[src/rtl/cpu_isa_pkg.sv]
package cpu_isa_pkg;

    // Datapath and storage sizes
    localparam int unsigned data_width_lp      = 16;
    localparam int unsigned reg_count_lp       = 16;
    localparam int unsigned reg_idx_width_lp   = 4;
    localparam int unsigned dmem_depth_lp      = 16;
    localparam int unsigned dmem_addr_width_lp = $clog2(dmem_depth_lp);

    // Instruction field positions and widths
    localparam int unsigned op_width_lp   = 4;
    localparam int unsigned op_lsb_lp     = 12;
    localparam int unsigned rd_lsb_lp     = 8;
    localparam int unsigned rs_lsb_lp     = 4;
    localparam int unsigned rt_lsb_lp     = 0;
    localparam int unsigned imm4_width_lp = 4;
    localparam int unsigned imm8_width_lp = 8;

    // Opcodes, codes C..E are not listed and decode as NOP
    typedef enum logic [op_width_lp-1:0] {
        OP_ADD = 4'h0,
        OP_SUB = 4'h1,
        OP_XOR = 4'h2,
        OP_AND = 4'h3,
        OP_OR  = 4'h4,
        OP_SLL = 4'h5,
        OP_SRA = 4'h6,
        OP_ROR = 4'h7,
        OP_LW  = 4'h8,
        OP_SW  = 4'h9,
        OP_LLB = 4'ha,
        OP_LHB = 4'hb,
        OP_HLT = 4'hf
    } opcode_e;

    // Condition flags
    typedef struct packed {
        logic z;
        logic n;
        logic v;
    } flags_t;

endpackage
[src/rtl/cpu_pipe_pkg.sv]
package cpu_pipe_pkg;

    // Decode to execute
    // rs and rt name the registers behind opa and opb, which for
    // LLB/LHB and SW may be the rd field of the instruction
    typedef struct packed {
        logic                                         valid;
        cpu_isa_pkg::opcode_e                         op;
        logic [cpu_isa_pkg::reg_idx_width_lp-1:0]     rd;
        logic [cpu_isa_pkg::reg_idx_width_lp-1:0]     rs;
        logic [cpu_isa_pkg::reg_idx_width_lp-1:0]     rt;
        logic [cpu_isa_pkg::data_width_lp-1:0]        opa;
        logic [cpu_isa_pkg::data_width_lp-1:0]        opb;
        logic [cpu_isa_pkg::data_width_lp-1:0]        imm4;
        logic [cpu_isa_pkg::data_width_lp-1:0]        imm8;
        logic                                         reg_write;
        logic                                         mem_read;
        logic                                         mem_write;
        logic                                         halt;
    } decoded_t;

    // Execute to result
    typedef struct packed {
        logic                                         valid;
        logic [cpu_isa_pkg::reg_idx_width_lp-1:0]     rd;
        logic [cpu_isa_pkg::data_width_lp-1:0]        alu_result;
        logic [cpu_isa_pkg::data_width_lp-1:0]        store_data;
        logic                                         reg_write;
        logic                                         mem_read;
        logic                                         mem_write;
        logic                                         halt;
    } exec_t;

    // Register write-back record, also the forwarding source
    typedef struct packed {
        logic                                         valid;
        logic [cpu_isa_pkg::reg_idx_width_lp-1:0]     rd;
        logic [cpu_isa_pkg::data_width_lp-1:0]        data;
    } retire_t;

endpackage

[src/rtl/cpu_top.sv]
module cpu_top (
    input  logic                  clk_i,
    input  logic                  reset_i,
    input  logic                  inst_valid_i,
    input  logic [15:0]           inst_i,
    output cpu_pipe_pkg::retire_t retire_o,
    output cpu_isa_pkg::flags_t   flags_o,
    output logic                  hlt_o
);
    import cpu_pipe_pkg::*;

    decoded_t dec;
    exec_t    exe;
    retire_t  wb;

    cpu_decode u_decode (
        .clk_i        (clk_i),
        .reset_i      (reset_i),
        .inst_valid_i (inst_valid_i),
        .inst_i       (inst_i),
        .wb_i         (wb),
        .dec_o        (dec)
    );

    cpu_execute u_execute (
        .clk_i   (clk_i),
        .reset_i (reset_i),
        .dec_i   (dec),
        .fwd_i   (wb),
        .exe_o   (exe),
        .flags_o (flags_o)
    );

    // Write-back feeds the register file and forwarding
    cpu_result u_result (
        .clk_i    (clk_i),
        .reset_i  (reset_i),
        .exe_i    (exe),
        .retire_o (wb),
        .hlt_o    (hlt_o)
    );

    assign retire_o = wb;

endmodule

[src/rtl/cpu_result.sv]
module cpu_result (
    input  logic                  clk_i,
    input  logic                  reset_i,
    input  cpu_pipe_pkg::exec_t   exe_i,
    output cpu_pipe_pkg::retire_t retire_o,
    output logic                  hlt_o
);
    import cpu_isa_pkg::*;
    import cpu_pipe_pkg::*;

    logic [data_width_lp-1:0]      dmem_q [dmem_depth_lp];
    logic [dmem_addr_width_lp-1:0] addr;
    logic [data_width_lp-1:0]      load_data;
    logic                          hlt_q;

    // Only the low address bits select a word
    assign addr      = exe_i.alu_result[dmem_addr_width_lp-1:0];
    assign load_data = dmem_q[addr];

    // Data memory, asynchronous read
    always_ff @(posedge clk_i) begin
        if (reset_i) begin
            dmem_q <= '{default: '0};
        end else if (exe_i.valid && exe_i.mem_write) begin
            dmem_q[addr] <= exe_i.store_data;
        end
    end

    // Write-back select
    always_comb begin
        retire_o.valid = exe_i.valid & exe_i.reg_write;
        retire_o.rd    = exe_i.rd;
        retire_o.data  = exe_i.mem_read ? load_data : exe_i.alu_result;
    end

    // Sticky until reset
    always_ff @(posedge clk_i) begin
        if (reset_i) begin
            hlt_q <= 1'b0;
        end else if (exe_i.valid && exe_i.halt) begin
            hlt_q <= 1'b1;
        end
    end

    assign hlt_o = hlt_q;

endmodule

[src/rtl/cpu_execute.sv]
module cpu_execute (
    input  logic                   clk_i,
    input  logic                   reset_i,
    input  cpu_pipe_pkg::decoded_t dec_i,
    input  cpu_pipe_pkg::retire_t  fwd_i,
    output cpu_pipe_pkg::exec_t    exe_o,
    output cpu_isa_pkg::flags_t    flags_o
);
    import cpu_isa_pkg::*;
    import cpu_pipe_pkg::*;

    logic [data_width_lp-1:0]   opa;
    logic [data_width_lp-1:0]   opb;
    logic [data_width_lp-1:0]   sum;
    logic [data_width_lp-1:0]   diff;
    logic [2*data_width_lp-1:0] rot;
    logic [imm4_width_lp-1:0]   shamt;
    logic [data_width_lp-1:0]   result;
    logic                       ovf_add;
    logic                       ovf_sub;
    flags_t                     flags_n;
    flags_t                     flags_q;
    exec_t                      exe_n;
    exec_t                      exe_q;

    // The instruction one ahead sits in the result stage
    assign opa = (fwd_i.valid && fwd_i.rd == dec_i.rs) ? fwd_i.data : dec_i.opa;
    assign opb = (fwd_i.valid && fwd_i.rd == dec_i.rt) ? fwd_i.data : dec_i.opb;

    assign shamt = dec_i.imm4[imm4_width_lp-1:0];
    assign sum   = opa + opb;
    assign diff  = opa - opb;
    assign rot   = {opa, opa} >> shamt;

    // Signed overflow of the wrapping add and subtract
    assign ovf_add = (opa[data_width_lp-1] == opb[data_width_lp-1]) &&
                     (sum[data_width_lp-1] != opa[data_width_lp-1]);
    assign ovf_sub = (opa[data_width_lp-1] != opb[data_width_lp-1]) &&
                     (diff[data_width_lp-1] != opa[data_width_lp-1]);

    always_comb begin
        case (dec_i.op)
            OP_ADD: result = sum;
            OP_SUB: result = diff;
            OP_XOR: result = opa ^ opb;
            OP_AND: result = opa & opb;
            OP_OR:  result = opa | opb;
            OP_SLL: result = opa << shamt;
            OP_SRA: result = $signed(opa) >>> shamt;
            OP_ROR: result = rot[data_width_lp-1:0];
            // Memory address
            OP_LW, OP_SW: result = opa + dec_i.imm4;
            OP_LLB: result = {opa[data_width_lp-1:imm8_width_lp], dec_i.imm8[imm8_width_lp-1:0]};
            OP_LHB: result = {dec_i.imm8[imm8_width_lp-1:0], opa[imm8_width_lp-1:0]};
            default: result = '0;
        endcase
    end

    // Flag rule per opcode
    always_comb begin
        flags_n = flags_q;
        if (dec_i.valid) begin
            case (dec_i.op)
                OP_ADD, OP_SUB: begin
                    flags_n.z = (result == '0);
                    flags_n.n = result[data_width_lp-1];
                    flags_n.v = (dec_i.op == OP_ADD) ? ovf_add : ovf_sub;
                end
                OP_XOR, OP_AND, OP_OR, OP_SLL, OP_SRA, OP_ROR: begin
                    flags_n.z = (result == '0);
                    flags_n.n = result[data_width_lp-1];
                end
                default: begin
                    flags_n = flags_q;
                end
            endcase
        end
    end

    always_comb begin
        exe_n.valid      = dec_i.valid;
        exe_n.rd         = dec_i.rd;
        exe_n.alu_result = result;
        exe_n.store_data = opb;
        exe_n.reg_write  = dec_i.reg_write;
        exe_n.mem_read   = dec_i.mem_read;
        exe_n.mem_write  = dec_i.mem_write;
        exe_n.halt       = dec_i.halt;
    end

    always_ff @(posedge clk_i) begin
        if (reset_i) begin
            exe_q.valid <= 1'b0;
            flags_q     <= '0;
        end else begin
            exe_q   <= exe_n;
            flags_q <= flags_n;
        end
    end

    assign exe_o   = exe_q;
    assign flags_o = flags_q;

endmodule

[src/rtl/cpu_decode.sv]
module cpu_decode (
    input  logic                   clk_i,
    input  logic                   reset_i,
    input  logic                   inst_valid_i,
    input  logic [15:0]            inst_i,
    input  cpu_pipe_pkg::retire_t  wb_i,
    output cpu_pipe_pkg::decoded_t dec_o
);
    import cpu_isa_pkg::*;
    import cpu_pipe_pkg::*;

    logic [data_width_lp-1:0]    regs_q [reg_count_lp];
    logic                        halted_q;
    logic                        capture;
    opcode_e                     op;
    logic [reg_idx_width_lp-1:0] rd;
    logic [reg_idx_width_lp-1:0] rs;
    logic [reg_idx_width_lp-1:0] rt;
    logic [imm4_width_lp-1:0]    imm4;
    logic [imm8_width_lp-1:0]    imm8;
    logic [reg_idx_width_lp-1:0] src_a_idx;
    logic [reg_idx_width_lp-1:0] src_b_idx;
    logic [data_width_lp-1:0]    rdata_a;
    logic [data_width_lp-1:0]    rdata_b;
    decoded_t                    dec_n;
    decoded_t                    dec_q;

    // Strobes are dropped once a HLT has been taken
    assign capture = inst_valid_i & ~halted_q;

    // Field split
    assign op   = opcode_e'(inst_i[op_lsb_lp +: op_width_lp]);
    assign rd   = inst_i[rd_lsb_lp +: reg_idx_width_lp];
    assign rs   = inst_i[rs_lsb_lp +: reg_idx_width_lp];
    assign rt   = inst_i[rt_lsb_lp +: reg_idx_width_lp];
    assign imm4 = inst_i[imm4_width_lp-1:0];
    assign imm8 = inst_i[imm8_width_lp-1:0];

    // Byte loads merge into the old rd, stores write the value of rd
    assign src_a_idx = (op == OP_LLB || op == OP_LHB) ? rd : rs;
    assign src_b_idx = (op == OP_SW) ? rd : rt;

    // Register reads with write-through of a same-cycle write-back
    assign rdata_a = (wb_i.valid && wb_i.rd == src_a_idx) ? wb_i.data : regs_q[src_a_idx];
    assign rdata_b = (wb_i.valid && wb_i.rd == src_b_idx) ? wb_i.data : regs_q[src_b_idx];

    always_comb begin
        dec_n           = '0;
        dec_n.valid     = capture;
        dec_n.op        = op;
        dec_n.rd        = rd;
        dec_n.rs        = src_a_idx;
        dec_n.rt        = src_b_idx;
        dec_n.opa       = rdata_a;
        dec_n.opb       = rdata_b;
        dec_n.imm4      = {{(data_width_lp - imm4_width_lp){imm4[imm4_width_lp-1]}}, imm4};
        dec_n.imm8      = {{(data_width_lp - imm8_width_lp){imm8[imm8_width_lp-1]}}, imm8};
        case (op)
            OP_ADD, OP_SUB, OP_XOR, OP_AND, OP_OR,
            OP_SLL, OP_SRA, OP_ROR, OP_LLB, OP_LHB: begin
                dec_n.reg_write = 1'b1;
            end
            OP_LW: begin
                dec_n.reg_write = 1'b1;
                dec_n.mem_read  = 1'b1;
            end
            OP_SW: begin
                dec_n.mem_write = 1'b1;
            end
            OP_HLT: begin
                dec_n.halt = 1'b1;
            end
            // Unlisted codes pass through as NOP
            default: begin
                dec_n.reg_write = 1'b0;
            end
        endcase
    end

    // Register file
    always_ff @(posedge clk_i) begin
        if (reset_i) begin
            regs_q <= '{default: '0};
        end else if (wb_i.valid) begin
            regs_q[wb_i.rd] <= wb_i.data;
        end
    end

    always_ff @(posedge clk_i) begin
        if (reset_i) begin
            halted_q    <= 1'b0;
            dec_q.valid <= 1'b0;
        end else begin
            dec_q <= dec_n;
            if (capture && op == OP_HLT) begin
                halted_q <= 1'b1;
            end
        end
    end

    assign dec_o = dec_q;

endmodule

[config.mk]
export PLATFORM = sky130hd
export DESIGN_NAME = cpu_top
export DESIGN_NICKNAME = d
export VERILOG_FILES = /design/src/rtl/cpu_isa_pkg.sv /design/src/rtl/cpu_pipe_pkg.sv /design/src/rtl/cpu_top.sv /design/src/rtl/cpu_result.sv /design/src/rtl/cpu_execute.sv /design/src/rtl/cpu_decode.sv
export SDC_FILE = /design/constraint.sdc
export NUM_CORES = 2
export LEC_CHECK = 0
export ABC_AREA = 1
export ABC_CLOCK_PERIOD_IN_PS = 5600
export BUFFER_PORTS_ARGS = -buffer_cell sky130_fd_sc_hd__buf_2
export CAP_MARGIN = 30
export CORE_ASPECT_RATIO = 0.7
export CORE_MARGIN = 1.5
export CORE_UTILIZATION = 45
export CTS_CLUSTER_SIZE = 40
export DETAILED_ROUTE_END_ITERATION = 8
export SLEW_MARGIN = 20
export SYNTH_ARGS = -nofsm -noshare
export SYNTH_HDL_FRONTEND = slang
export SYNTH_SLANG_ARGS = --single-unit
export TNS_END_PERCENT = 100
[constraint.sdc]
create_clock -name clk_i -period 5.6 [get_ports clk_i]
set_clock_uncertainty 0.2 [all_clocks]
set_input_delay 1.12 -clock clk_i [delete_from_list [all_inputs] [get_ports clk_i]]
set_output_delay 1.12 -clock clk_i [all_outputs]
set_load 0.01 [all_outputs]
==> flow_summary.json <==
{
  "htree_levels": 3,
  "vias": 34940,
  "start_util_pct": 45.4,
  "final_net_count": 4944,
  "postRouteAntennaNets": 0,
  "rows": 84,
  "drt-initial-drc-count": 4654,
  "die_width_um": 331,
  "p_leak_nw": 15.1,
  "synthCells": 4968,
  "die_h_um": 233,
  "grt_pass1_vias": 30268,
  "reg2regPathDepth": 27,
  "slowest_delay_ps": 520,
  "power_density_nw_per_um2": 304,
  "netlist_area_um2": 34000,
  "crit_path_max_fanout": 31,
  "clkLatencyLatePin_ps": 650,
  "r2r-end": "u_execute.flags_o[2]",
  "fin_setup_tns_ps": 0,
  "whs_ps": 202,
  "slowest_stage": "edfxtp_1",
  "ir_worst_vdd_v": 0.000241,
  "route.detailed.wl_per_inst_um": 22.0,
  "worst_pin_slew_ps": 1040,
  "status": "finished, final reports clean",
  "final_common_cell": "nand2_1",
  "cts_sinks": 619,
  "hold_viol_final": 0,
  "clockBufferDepth": 3,
  "final_cell_mix": "nand2_1, o21ai_0, a21oi_1",
  "synth-edff-count": 100,
  "first_pass_iters": 7,
  "clk_pin_slew_ps": 70,
  "syn-num-nets": 5053,
  "yosysWarningCount": 0,
  "overflow": 0,
  "cts_tree": "yes",
  "fmax_mhz": 187,
  "crit_arrival_ps": 5720,
  "drive_above_1_share_pct": 8.88,
  "port-buffer-count": 43,
  "power.total_w": 0.0115,
  "die-area_um2": 77200,
  "area_growth_pct": 11.0,
  "start_kind": "flop",
  "grt_pass1_wl_um": 193000,
  "antenna_found_initial": 1,
  "reg2reg_from": "u_execute.exe_o[21]",
  "ys_ff_latch": 619,
  "synthArstFlopShare_pct": 0,
  "synth_area_leaders": "dfxtp_1, o21ai_0, nand2_1",
  "grt_max_degree": 189,
  "finalMaxSlewViolations": 0,
  "dp_hpwl_um": 84800,
  "setup_slack_ps": 251,
  "hp-class": "flop to flop",
  "dp_worst_setup_slack_ps": 302,
  "top_layer_used": "met4",
  "gp_congestion": 1.03,
  "critPathMostFrequentCell": "nand2_1",
  "startpoint": "u_execute.exe_o[21]",
  "ys.flop_type": "dfxtp_1",
  "period_minus_slack_ps": 5350,
  "synth_cell_types": 49,
  "critPathRequiredTime_ps": 5970,
  "io_pins": 44,
  "endpoint": "u_execute.flags_o[2]",
  "core_area_um2": 74900,
  "yosysSeqAreaShare_pct": 39.4,
  "synthDominantAreaCellType": "dfxtp_1",
  "grt_use_total_pct": 32.5,
  "final.period_utilization_pct": 95.5,
  "route.detailed.drc": 0,
  "wirelength_um": 130000,
  "setup-violations-final": 0,
  "synth_top_area_share_pct": 30.6,
  "avgViaCountPerCell": 5.92,
  "reg2reg_setup_slack_ps": 250,
  "crit_type": "flop to flop",
  "rsz0062_at_grt": "no",
  "dr_wl_met2_um": 50600,
  "cts_root_buf": "clkbuf_16",
  "post_synth.cell_area_avg_um2": 6.84,
  "wl_met3_um": 14200,
  "ctsHoldBuffers": 0,
  "crit_path_end_kind": "flop",
  "numCtsBuffers": 66,
  "slew_headroom_pct": 30.4,
  "wl_met1_um": 60300,
  "max-cap-violations": 0
}
## layer usage
layer	vias to the layer above	GRT usage (%)
li1	16541	-
met1	16300	49.6
met2	1859	44.4
met3	240	6.57
met4	0	11.5
met5	-	0
## kinds of logic (layout without fill, tap and decap cells)
logic type                 count (synthesis)  count (layout)  synth area share [%]
xor gates and xnor gates                  13              13                 0.335
AOI/OAI and AO/OA                       1665            1665                  26.7
buffers and inverters                    755             698                  8.75
adders and majority gates                 66              66                  2.50
other                                      0               1                     0
DFF                                      619             619                  39.4
and+or+nand+nor                         1850            1850                  22.3
## flip-flops by register name, indices dropped and copies added (netlist names)
register and flops:
u_decode.regs_q 256, u_decode.dec_o 61, u_decode.halted_q 1, u_result.dmem_q 256, u_execute.exe_o 41, u_execute.flags_o 3
u_result.hlt_o 1
## cell type report
class                           count  area (µm²)
Fill cell                        7544       37200
Multi-Input combinational cell   3594       17800
Sequential cell                   619       13400
Clock buffer                       97        1910
Timing Repair Buffer              210        1780
Inverter                          368        1400
Tap cell                          989        1240
Clock inverter                     23         211
Antenna cell                        1        2.50
## how the worst min path moves through the flow
stage | startpoint | slack, ps | to | cells past startpoint
2_1_floorplan | u_decode.dec_o[0] | 200 | u_execute.exe_o[0] | 0
3_3_place_gp | u_decode.dec_o[0] | 200 | u_execute.exe_o[0] | 0
3_5_place_dp | u_decode.dec_o[77] | 210 | u_execute.exe_o[37] | 0
4_1_cts | u_decode.dec_o[79] | 210 | u_execute.exe_o[39] | 0
5_1_grt | u_decode.dec_o[79] | 200 | u_execute.exe_o[39] | 0
6_report | u_decode.dec_o[79] | 200 | u_execute.exe_o[39] | 0
## Yosys cell counts (10+ instances only)
| cell | count |
|---|---|
| o211ai_1 | 21 |
| inv_1 | 353 |
| o221ai_1 | 46 |
| or2_2 | 45 |
| buf_1 | 21 |
| nand2_1 | 883 |
| o21bai_4 | 10 |
| nand2_2 | 11 |
| clkbuf_1 | 321 |
| o22ai_1 | 20 |
| a21oi_1 | 645 |
| xor2_1 | 10 |
| nand4_1 | 11 |
| o21ai_1 | 11 |
| buf_2 | 23 |
| dfxtp_1 | 519 |
| edfxtp_1 | 100 |
| a31oi_1 | 22 |
| nor2_1 | 553 |
| o311ai_0 | 40 |
| nand3_1 | 320 |
| nor3_1 | 14 |
| buf_4 | 15 |
| ha_1 | 63 |
| o21ai_0 | 806 |
## where the power goes
group | internal, W | switching [W]
Clock | 0.00248 | 0.00198
Sequential | 0.00464 | 0.000132
Combinational | 0.000650 | 0.00157
## per-stage QoR
step,area [µm²],utilization [%],instances
global route,37700,50.3,5900
CTS,37600,50.1,5891
global placement,35400,47.2,5765
detailed placement,35500,47.3,5771
floorplan,34000,-,4968
finish,37700,50.3,5901
## worst max-delay path: cells and delay by family (launching register included)
kind | cells | cell delay (ps)
buf+inv | 5 | 1060
fa+ha+maj | 1 | 320
compound gates | 7 | 1290
flops | 1 | 520
simple gates | 14 | 1840
## timing repair
action                                  CTS  global route
setup buffers                             0             5
resized for setup                         0            18
endpoints found under the setup margin    0             2
(Power assumes the default switching activity.)
